$ cat config.mk
export PLATFORM = sky130hd
export DESIGN_NAME = fft_stage_top
export DESIGN_NICKNAME = d
export VERILOG_FILES = /design/src/hw/fft_pkg.sv /design/src/hw/complex_multiplier.sv /design/src/hw/credit_fifo.sv /design/src/hw/credit_receiver.sv /design/src/hw/credit_sender.sv /design/src/hw/fft_stage_top.sv /design/src/hw/iterative_butterfly.sv /design/src/hw/twiddle_rom.sv
export SDC_FILE = /design/constraint.sdc
export NUM_CORES = 2
export LEC_CHECK = 0
export BUFFER_PORTS_ARGS = -buffer_cell sky130_fd_sc_hd__buf_2
export CAP_MARGIN = 40
export CORE_UTILIZATION = 60
export DETAILED_ROUTE_END_ITERATION = 6
export GPL_ROUTABILITY_DRIVEN = 1
export PLACE_DENSITY = 0.8
export SLEW_MARGIN = 30
export SYNTH_ARGS = -nofsm -noshare
export SYNTH_HDL_FRONTEND = slang
export SYNTH_SLANG_ARGS = --single-unit
$ cat constraint.sdc
create_clock -name clk -period 40 [get_ports clk]
set_clock_uncertainty 0.05 [all_clocks]
set_input_delay 4 -clock clk [delete_from_list [all_inputs] [get_ports clk]]
set_output_delay 4 -clock clk [all_outputs]
set_load 0.05 [all_outputs]
$ cat src/hw/fft_pkg.sv
// Q2.14 fixed point throughout; products truncate, sums wrap, twiddles cover an 8-point FFT only
package fft_pkg;

  // ========================================
  // widths, depths and number format
  // ========================================
  localparam int WIDTH = 16;
  localparam int FRAC = 14;
  localparam int BATCH = 4;
  localparam int IN_DEPTH = 4;
  localparam int OUT_DEPTH = 2;

  // pair index inside a batch
  localparam int IDX_W = $clog2(BATCH);
  // sender credit counter, holds up to OUT_DEPTH + 2
  localparam int CRED_W = $clog2(OUT_DEPTH + 3);

  // twiddle constants, 1.0 and sqrt(2)/2 in Q2.14
  localparam logic signed [WIDTH-1:0] TW_ONE = 16'sd16384;
  localparam logic signed [WIDTH-1:0] TW_HALF = 16'sd11585;

  // ========================================
  // payload types
  // ========================================
  typedef struct packed {
    logic signed [WIDTH-1:0] re;
    logic signed [WIDTH-1:0] im;
  } cplx_t;

  // one butterfly job, k selects w = e^(-2*pi*i*k/8)
  typedef struct packed {
    cplx_t      a;
    cplx_t      b;
    logic [1:0] k;
  } bfly_pair_t;

  // c = a + w*b, d = a - w*b
  typedef struct packed {
    cplx_t c;
    cplx_t d;
  } bfly_result_t;

  typedef bfly_pair_t [BATCH-1:0] batch_in_t;
  typedef bfly_result_t [BATCH-1:0] batch_out_t;

endpackage

$ cat src/hw/complex_multiplier.sv
// purely combinational; products are truncated toward minus infinity, no rounding or saturation
module complex_multiplier (
  input  fft_pkg::cplx_t x,
  input  fft_pkg::cplx_t y,
  output fft_pkg::cplx_t p
);
  import fft_pkg::*;

  // full precision partial products
  logic signed [2*WIDTH-1:0] prod_rr;
  logic signed [2*WIDTH-1:0] prod_ii;
  logic signed [2*WIDTH-1:0] prod_ri;
  logic signed [2*WIDTH-1:0] prod_ir;

  // one guard bit so the sums cannot overflow before the shift
  logic signed [2*WIDTH:0] sum_re;
  logic signed [2*WIDTH:0] sum_im;

  assign prod_rr = $signed(x.re) * $signed(y.re);
  assign prod_ii = $signed(x.im) * $signed(y.im);
  assign prod_ri = $signed(x.re) * $signed(y.im);
  assign prod_ir = $signed(x.im) * $signed(y.re);

  // (xr + j xi)(yr + j yi)
  assign sum_re = prod_rr - prod_ii;
  assign sum_im = prod_ri + prod_ir;

  // arithmetic shift by FRAC then keep the low WIDTH bits,
  // which is the same as taking this slice
  assign p.re = sum_re[FRAC +: WIDTH];
  assign p.im = sum_im[FRAC +: WIDTH];

endmodule

$ cat src/hw/credit_fifo.sv
// no back-pressure on push; the sender must hold credits, and pop while empty is not allowed
module credit_fifo #(
  parameter type item_t = logic,
  parameter int  DEPTH  = 2
) (
  input  logic  clk,
  input  logic  reset,
  input  logic  push,
  input  item_t din,
  input  logic  pop,
  output item_t dout,
  output logic  empty,
  output logic  full
);

  localparam int PTR_W = (DEPTH > 1) ? $clog2(DEPTH) : 1;

  // storage, payload only
  item_t mem [DEPTH];

  logic [PTR_W-1:0] wr_ptr;
  logic [PTR_W-1:0] rd_ptr;
  logic [PTR_W:0]   count;

  assign empty = (count == '0);
  assign full  = (count == (PTR_W + 1)'(DEPTH));

  // head of queue is visible without a read cycle
  assign dout = mem[rd_ptr];

  always_ff @(posedge clk) begin
    if (push) begin
      mem[wr_ptr] <= din;
    end
  end

  // pointers wrap at DEPTH, so any depth works
  always_ff @(posedge clk) begin
    if (reset) begin
      wr_ptr <= '0;
      rd_ptr <= '0;
      count  <= '0;
    end else begin
      if (push) begin
        wr_ptr <= (wr_ptr == PTR_W'(DEPTH - 1)) ? '0 : wr_ptr + 1'b1;
      end
      if (pop) begin
        rd_ptr <= (rd_ptr == PTR_W'(DEPTH - 1)) ? '0 : rd_ptr + 1'b1;
      end
      if (push && !pop) begin
        count <= count + 1'b1;
      end else if (pop && !push) begin
        count <= count - 1'b1;
      end
    end
  end

  // a push into a full queue means the credit contract upstream was broken
  a_no_overflow: assert property (@(posedge clk) disable iff (reset)
    !(push && full && !pop))
    else $error("credit_fifo overflow, push while full");

endmodule

$ cat src/hw/credit_receiver.sv
// upstream must start with IN_DEPTH credits and never send without one; no ready is given back
module credit_receiver (
  input  logic               clk,
  input  logic               reset,
  input  logic               in_valid,
  input  fft_pkg::batch_in_t in_data,
  output logic               in_credit,
  output logic               pair_valid,
  output fft_pkg::batch_in_t pair_batch,
  input  logic               pair_ready
);
  import fft_pkg::*;

  logic fifo_empty;
  logic pop;

  // a batch leaves on the valid/ready handshake
  assign pop = pair_valid && pair_ready;

  // every batch is pushed, the credits reserve its slot
  credit_fifo #(
    .item_t(batch_in_t),
    .DEPTH (IN_DEPTH)
  ) u_in_fifo (
    .clk  (clk),
    .reset(reset),
    .push (in_valid),
    .din  (in_data),
    .pop  (pop),
    .dout (pair_batch),
    .empty(fifo_empty),
    .full ()
  );

  // count is registered, so a push shows here one cycle later
  assign pair_valid = !fifo_empty;

  // one credit pulse the cycle after each pop
  always_ff @(posedge clk) begin
    if (reset) begin
      in_credit <= 1'b0;
    end else begin
      in_credit <= pop;
    end
  end

endmodule

$ cat src/hw/credit_sender.sv
// downstream must return credits one pulse at a time and no more than OUT_DEPTH + 2 outstanding
module credit_sender (
  input  logic                clk,
  input  logic                reset,
  input  logic                res_valid,
  input  fft_pkg::batch_out_t res_batch,
  output logic                res_ready,
  output logic                out_valid,
  output fft_pkg::batch_out_t out_data,
  input  logic                out_credit
);
  import fft_pkg::*;

  logic            fifo_empty;
  logic            fifo_full;
  logic            send;
  batch_out_t      head;
  logic [CRED_W-1:0] credits;

  assign res_ready = !fifo_full;

  // launch only with a credit in hand and data queued
  assign send = (credits != '0) && !fifo_empty;

  credit_fifo #(
    .item_t(batch_out_t),
    .DEPTH (OUT_DEPTH)
  ) u_out_fifo (
    .clk  (clk),
    .reset(reset),
    .push (res_valid && res_ready),
    .din  (res_batch),
    .pop  (send),
    .dout (head),
    .empty(fifo_empty),
    .full (fifo_full)
  );

  // credit counter, +1 per returned pulse, -1 per launch
  always_ff @(posedge clk) begin
    if (reset) begin
      credits   <= '0;
      out_valid <= 1'b0;
    end else begin
      out_valid <= send;
      if (out_credit && !send) begin
        credits <= credits + 1'b1;
      end else if (send && !out_credit) begin
        credits <= credits - 1'b1;
      end
    end
  end

  always_ff @(posedge clk) begin
    if (send) begin
      out_data <= head;
    end
  end

  // each output beat was paid for by a credit held the cycle before
  a_paid_send: assert property (@(posedge clk) disable iff (reset)
    out_valid |-> ($past(credits) != '0))
    else $error("out_valid without a downstream credit");

endmodule

$ cat src/hw/fft_stage_top.sv
// one radix-2 stage of an 8-point FFT; latency is at least BATCH + 3 and grows under back-pressure
module fft_stage_top (
  input  logic                clk,
  input  logic                reset,
  input  logic                in_valid,
  input  fft_pkg::batch_in_t  in_data,
  output logic                in_credit,
  output logic                out_valid,
  output fft_pkg::batch_out_t out_data,
  input  logic                out_credit
);
  import fft_pkg::*;

  // receiver to butterfly
  logic       pair_valid;
  logic       pair_ready;
  batch_in_t  pair_batch;

  // butterfly to sender
  logic       res_valid;
  logic       res_ready;
  batch_out_t res_batch;

  credit_receiver u_rx (
    .clk       (clk),
    .reset     (reset),
    .in_valid  (in_valid),
    .in_data   (in_data),
    .in_credit (in_credit),
    .pair_valid(pair_valid),
    .pair_batch(pair_batch),
    .pair_ready(pair_ready)
  );

  iterative_butterfly u_bfly (
    .clk       (clk),
    .reset     (reset),
    .pair_valid(pair_valid),
    .pair_batch(pair_batch),
    .pair_ready(pair_ready),
    .res_valid (res_valid),
    .res_batch (res_batch),
    .res_ready (res_ready)
  );

  credit_sender u_tx (
    .clk       (clk),
    .reset     (reset),
    .res_valid (res_valid),
    .res_batch (res_batch),
    .res_ready (res_ready),
    .out_valid (out_valid),
    .out_data  (out_data),
    .out_credit(out_credit)
  );

endmodule

$ cat src/hw/iterative_butterfly.sv
// one shared multiplier, so a batch takes BATCH cycles; no new batch is taken until results leave
module iterative_butterfly (
  input  logic                clk,
  input  logic                reset,
  input  logic                pair_valid,
  input  fft_pkg::batch_in_t  pair_batch,
  output logic                pair_ready,
  output logic                res_valid,
  output fft_pkg::batch_out_t res_batch,
  input  logic                res_ready
);
  import fft_pkg::*;

  typedef enum logic [1:0] {
    IDLE,
    COMP,
    DONE
  } state_t;

  state_t state;
  logic [IDX_W-1:0] idx;

  // captured batch and results being built
  batch_in_t  in_reg;
  batch_out_t res_reg;

  // datapath for the pair at idx
  bfly_pair_t   cur;
  cplx_t        w;
  cplx_t        prod;
  bfly_result_t step;

  assign pair_ready = (state == IDLE);
  assign res_valid  = (state == DONE);
  assign res_batch  = res_reg;

  assign cur = in_reg[idx];

  twiddle_rom u_rom (
    .k(cur.k),
    .w(w)
  );

  // prod = w * b
  complex_multiplier u_mult (
    .x(cur.b),
    .y(w),
    .p(prod)
  );

  // sums wrap at WIDTH bits
  always_comb begin
    step.c.re = cur.a.re + prod.re;
    step.c.im = cur.a.im + prod.im;
    step.d.re = cur.a.re - prod.re;
    step.d.im = cur.a.im - prod.im;
  end

  // ========================================
  // batch FSM
  // ========================================
  always_ff @(posedge clk) begin
    if (reset) begin
      state <= IDLE;
      idx   <= '0;
    end else begin
      case (state)
        IDLE: begin
          if (pair_valid) begin
            state <= COMP;
            idx   <= '0;
          end
        end
        COMP: begin
          // one pair per cycle in index order
          if (idx == IDX_W'(BATCH - 1)) begin
            state <= DONE;
          end else begin
            idx <= idx + 1'b1;
          end
        end
        default: begin
          // DONE waits for the sender
          if (res_ready) begin
            state <= IDLE;
          end
        end
      endcase
    end
  end

  // payload registers
  always_ff @(posedge clk) begin
    if (state == IDLE && pair_valid) begin
      in_reg <= pair_batch;
    end
    if (state == COMP) begin
      res_reg[idx] <= step;
    end
  end

  a_idx_range: assert property (@(posedge clk) disable iff (reset)
    (state == COMP) |-> (int'(idx) < BATCH))
    else $error("butterfly index out of range in COMP");

endmodule

$ cat src/hw/twiddle_rom.sv
// fixed table for the four twiddles of an 8-point FFT, other sizes need a new table
module twiddle_rom (
  input  logic [1:0]     k,
  output fft_pkg::cplx_t w
);
  import fft_pkg::*;

  // w = e^(-2*pi*i*k/8)
  always_comb begin
    case (k)
      2'd0: begin
        w.re = TW_ONE;
        w.im = '0;
      end
      2'd1: begin
        w.re = TW_HALF;
        w.im = -TW_HALF;
      end
      2'd2: begin
        w.re = '0;
        w.im = -TW_ONE;
      end
      default: begin
        // k = 3
        w.re = -TW_HALF;
        w.im = -TW_HALF;
      end
    endcase
  end

endmodule

======== Word level (Yosys, flattened, before mapping) ========
Memory sizes are Yosys's and may differ from the RTL's. A register that Yosys moved wholly into a read port is not among the register bits.
Cells that the tools add are included.
operators by class
  reduce and logical (&&, ||, !) cells .... 29
  multiplexer cells ....................... 27
  add/subtract/negate cells ............... 17
  $lt $le $gt $ge ......................... 2
  eq/ne operators ......................... 12
  $mul .................................... 4
operators by type and width
  cell                                              number
  bitwise mux 256 bit                               1
  binary-select mux 66 bit (select 2 bit)           1
  demux 64 bit (select 2 bit)                       1
  multiplier 16 x 16 -> 30 bit                      4
  case mux 32 bit (3 select lines)                  1
  two-way mux 66 bit                                1
  two-way mux 64 bit                                1
  adder 16 bit                                      2
  subtractor 16 bit                                 2
  adder 30 bit                                      1
  subtractor 30 bit                                 1
  two-way mux 2 bit                                 9
  equality test 2 bit, second input constant        6
  two-way mux 3 bit                                 4
  logical AND 1 bit                                 10
  adder 2 x 1 -> 2 bit, second input constant       4
  logical NOT 1 bit                                 8
  case mux 2 bit (2 select lines)                   2
  nonzero test 2 bit                                4
  adder 3 x 1 -> 3 bit, second input constant       2
  logical NOT 2 bit                                 3
  two-way mux 1 bit                                 6
  AND reduction 3 bit                               2
  subtractor 3 x 1 -> 3 bit, second input constant  2
  10 further kinds                                  13
word-level totals
  memories ................................ 2
  RAM bits ................................ 1568
  output and inout bits ................... 258
  register bits ........................... 276
memories
  memory               words  width  read ports  clocked after memory_dff  write ports  line               RTL
  u_rx.u_in_fifo.mem   4      264    1           1                         1            credit_fifo.sv:19  item_t mem [DEPTH];
  u_tx.u_out_fifo.mem  2      256    1           1                         1            credit_fifo.sv:19

======== Depth between registers and ports, before layout ========
  word-level depth ........................ 8
  mapped depth ............................ 50
  gate-level depth less buffers ........... 43

======== Hierarchy ========
From an unflattened synthesis, not the netlist that was laid out.
second synthesis, totals
  cells, all modules ...................... 7655
  area total of the unflattened synthesis .. 123762.4 µm²
modules (own cells, without submodules)
  module                         area an instance (µm²)  instances  cells each
  credit_fifo (u_rx.u_in_fifo)   38829.7                 1          1423
  complex_multiplier             37556.0                 1          4025
  iterative_butterfly            20417.1                 1          1072
  credit_fifo (u_tx.u_out_fifo)  18768.0                 1          818
  credit_sender                  7883.8                  1          277
  twiddle_rom                    265.3                   1          36
  credit_receiver                42.5                    1          4

======== Worst setup path before layout ========
Ideal clock, no wire load.
  kind .................................... reg-to-reg
  start point ............................. register u_tx.u_out_fifo.count[0]
  end point ............................... memory u_tx.u_out_fifo.mem[0][100] (netlist name), enable pin
  data required time ...................... 39.059 ns
  path slack .............................. 27.327 ns
  cell stages (with the launch flop) ...... 4
  clock period less this slack ............ 12.673 ns
  arrival time ............................ 11.732 ns
  cells stage by stage .................... dfxtp_1 nor2b_1 nor3b_1 nor2b_1
on the way
  cells in the longest elaborated chain, start to end .. 5
ends and longest elaborated chain
  item                                     line                 RTL
  start: declaration                       credit_fifo.sv:23    logic [PTR_W:0] count;
  start signal: assignment                 credit_fifo.sv:51    count <= count + 1'b1;
  start signal: assignment                 credit_fifo.sv:53    count <= count - 1'b1;
  equality test 2 bit                      credit_fifo.sv:26    assign full = (count == (PTR_W + 1)'(DEPTH));
  logical NOT 1 bit                        credit_sender.sv:20  assign res_ready = !fifo_full;
  logical AND 1 bit                        credit_sender.sv:31  .push (res_valid && res_ready),
  named net u_tx.u_out_fifo.push           credit_fifo.sv:8     input logic push,
  two-way mux 1 bit                        credit_fifo.sv:32    if (push) begin
  two-way mux 1 bit (implied by the code)  credit_fifo.sv:33    mem[wr_ptr] <= din;
  end: declaration                         credit_fifo.sv:19
The timed path passes the listed nets, and every way through them passes these cells.

==> metrics.txt <==
run status=completed; Root Driver=clkbuf_16; Rel. slew slack=27.9%; worst setup path end=u_bfly.res_batch[223]; Core Footprint=185000 um2; Slew @ Worst Pin=1.08 ns; worst skew pair latency=0.85 ns; reg2reg end=u_bfly.res_batch[223]; CP required=40.52 ns; Area Overhead vs Synth=12.0%; Ports=526; Top FF cell, synth=edfxtp_1; Reg clk slew, reported paths=0.07 ns; vias per inst=5.84; TritonRoute pass-1 iters=5; Critical R2R Launch=u_bfly.idx[0]; max incr delay on CP=0.70 ns; htree depth=4; CTS tree=done; most frequent cells in the layout=edfxtp_1 (2312), inv_1 (1169), fa_1 (809); full die area=188000 um2; Routed wire per std cell=28.1 um; initial antenna violation count=81; DP Wirelength=178000 um; syn avg cell area=17.7 um2; Global Route Usage Sum=29.2%; initial DRC count=5137; total gr overflow=0; chip height=434 um; CTS max path bufs=3; Final Critical Period=12.93 ns; crit path kind=flop to flop; GPL Wtd Cong=0.979; Post-synth EDFFs=2312; Starting Density=60.4%; sequential-to-total area share from yosys stat=62.4%; Period Utilization, post-route=32.3%; syn nets=7836; number of synthesized register bits=2332; PortBufs=525; Residual DRC=0; Gates resized, CTS repair=0; largest net degree at the start of global routing=165; setup slack, reg-to-reg=27.07 ns; Max FO, Critical Path=55; commonest non-fill, non-tap cell in the layout=edfxtp_1; Die Span X=434 um; post-place instance area=118000 um2; synth warn=0; FMAX=0.0774 GHz; endpoints failing hold=0; Setup Viol. Count Final=0; Num CTS Buffers=212; multi-input logic area=37100 um2; setup_tns=0 ns; nets=8497; most frequent cell on the critical path=fa_1; Slew Limit Fails=0; fin area=125000 um2; ys async rst share=0%; worst hold-check path type=flop to flop; r2r worst-path depth=42; max FFs per register=1056; Layout fillers=11600; # rows=158; Syn Inst Count=6315; Hold-fix buffers, CTS=0; CP max stage cell=nor2_1; Setup crit start=u_bfly.idx[0]; global-route wire length before repair=393000 um; CTS sink count=2332; vias=56500; vias in the first global route=60600; Distinct cells, synth=71; final wirelength=272000 um; Placement Setup Slack=27.22 ns; crit start category=flop; Setup crit end kind=flop; layout cells sized above 1=21.4%; Syn Std Cell Area=112000 um2; # Post-CTS Setup Buffers=0; Arrival @ worst endpoint=13.44 ns; antenna viol nets, final=0; Final WS setup=27.07 ns; unrepaired setup endpoints after global routing=no; register area=69800 um2; max cap viols=0
per-layer routing:
metal	global-route usage [%]	vias up	wire length (um)
met5	0	-	461
li1	-	23600	-
met2	49.7	2556	141000
met4	12.4	74	12200
met3	6.21	588	19900
met1	36.2	29700	98600
worst min-delay path by stage:
| stage | start | end | slack [ns] | depth (start not counted) |
|---|---|---|---|---|
| 6_report | u_bfly.res_batch[157] | u_tx.u_out_fifo.mem[0][157] | 0.37 | 0 |
| 2_1_floorplan | u_bfly.res_batch[100] | u_tx.u_out_fifo.mem[0][100] | 0.37 | 0 |
| 3_3_place_gp | u_bfly.res_batch[213] | u_tx.u_out_fifo.mem[0][213] | 0.37 | 0 |
| 3_5_place_dp | u_bfly.res_batch[241] | u_tx.u_out_fifo.mem[1][241] | 0.38 | 0 |
| 4_1_cts | u_bfly.res_batch[157] | u_tx.u_out_fifo.mem[0][157] | 0.38 | 0 |
| 5_1_grt | u_bfly.res_batch[157] | u_tx.u_out_fifo.mem[0][157] | 0.38 | 0 |
metrics by stage:
stage	std cells	hold slack, ns	utilization [%]
after floorplan	6315	0.371	-
after global placement	9217	0.372	63.4
after detailed placement	9235	0.379	63.7
after CTS	9625	0.376	67.5
after global routing	9656	0.378	67.6
final	9668	0.373	67.6
cells by family after synthesis:
logic type               Yosys count  share of synthesized area, %
buffers and inverters           1329                          4.51
flip-flops                      2332                          62.4
multiplexers                     589                          9.24
XOR/XNOR                         175                          1.38
AND/OR/NAND/NOR                  421                          1.77
adder cells (fa/ha/maj)         1253                          19.4
AO/OA/AOI/OAI                    216                          1.26
synth_stat cells (all sizes together) (29+ instances only):
cell type,instances,area (um2)
a21oi,87,439
buf,67,310
clkbuf,84,315
edfxtp,2312,69400
fa,809,16200
ha,444,5560
inv,1178,4420
mux2,251,2830
mux4,330,7430
nand2,126,478
nand2b,37,231
nor2,132,505
nor2b,29,181
o21ai,30,154
xnor2,125,1100
xor2,50,438
layout make-up:
class,count,share of cell area [%]
well taps,2480,2.48
multi-input cells,2654,29.6
clock inverters,137,1.33
repair buffers,598,2.90
clock buffers,253,4.36
diodes,36,0.0719
inverters,1178,3.54
flip-flops and latches,2332,55.7
worst max-delay path, delay by kind of cell, from the launching register on:
| family | cells | cell delay, ns |
|---|---|---|
| mux | 1 | 0.63 |
| flops | 1 | 0.67 |
| xor+xnor | 2 | 0.73 |
| buf+inv | 8 | 1.86 |
| simple gates | 7 | 1.79 |
| fa+ha+maj | 10 | 4.04 |
| compound gates | 14 | 2.78 |
Power is not shown: default switching activity piles up to over one toggle a cycle in this logic, so the estimate is an artifact.
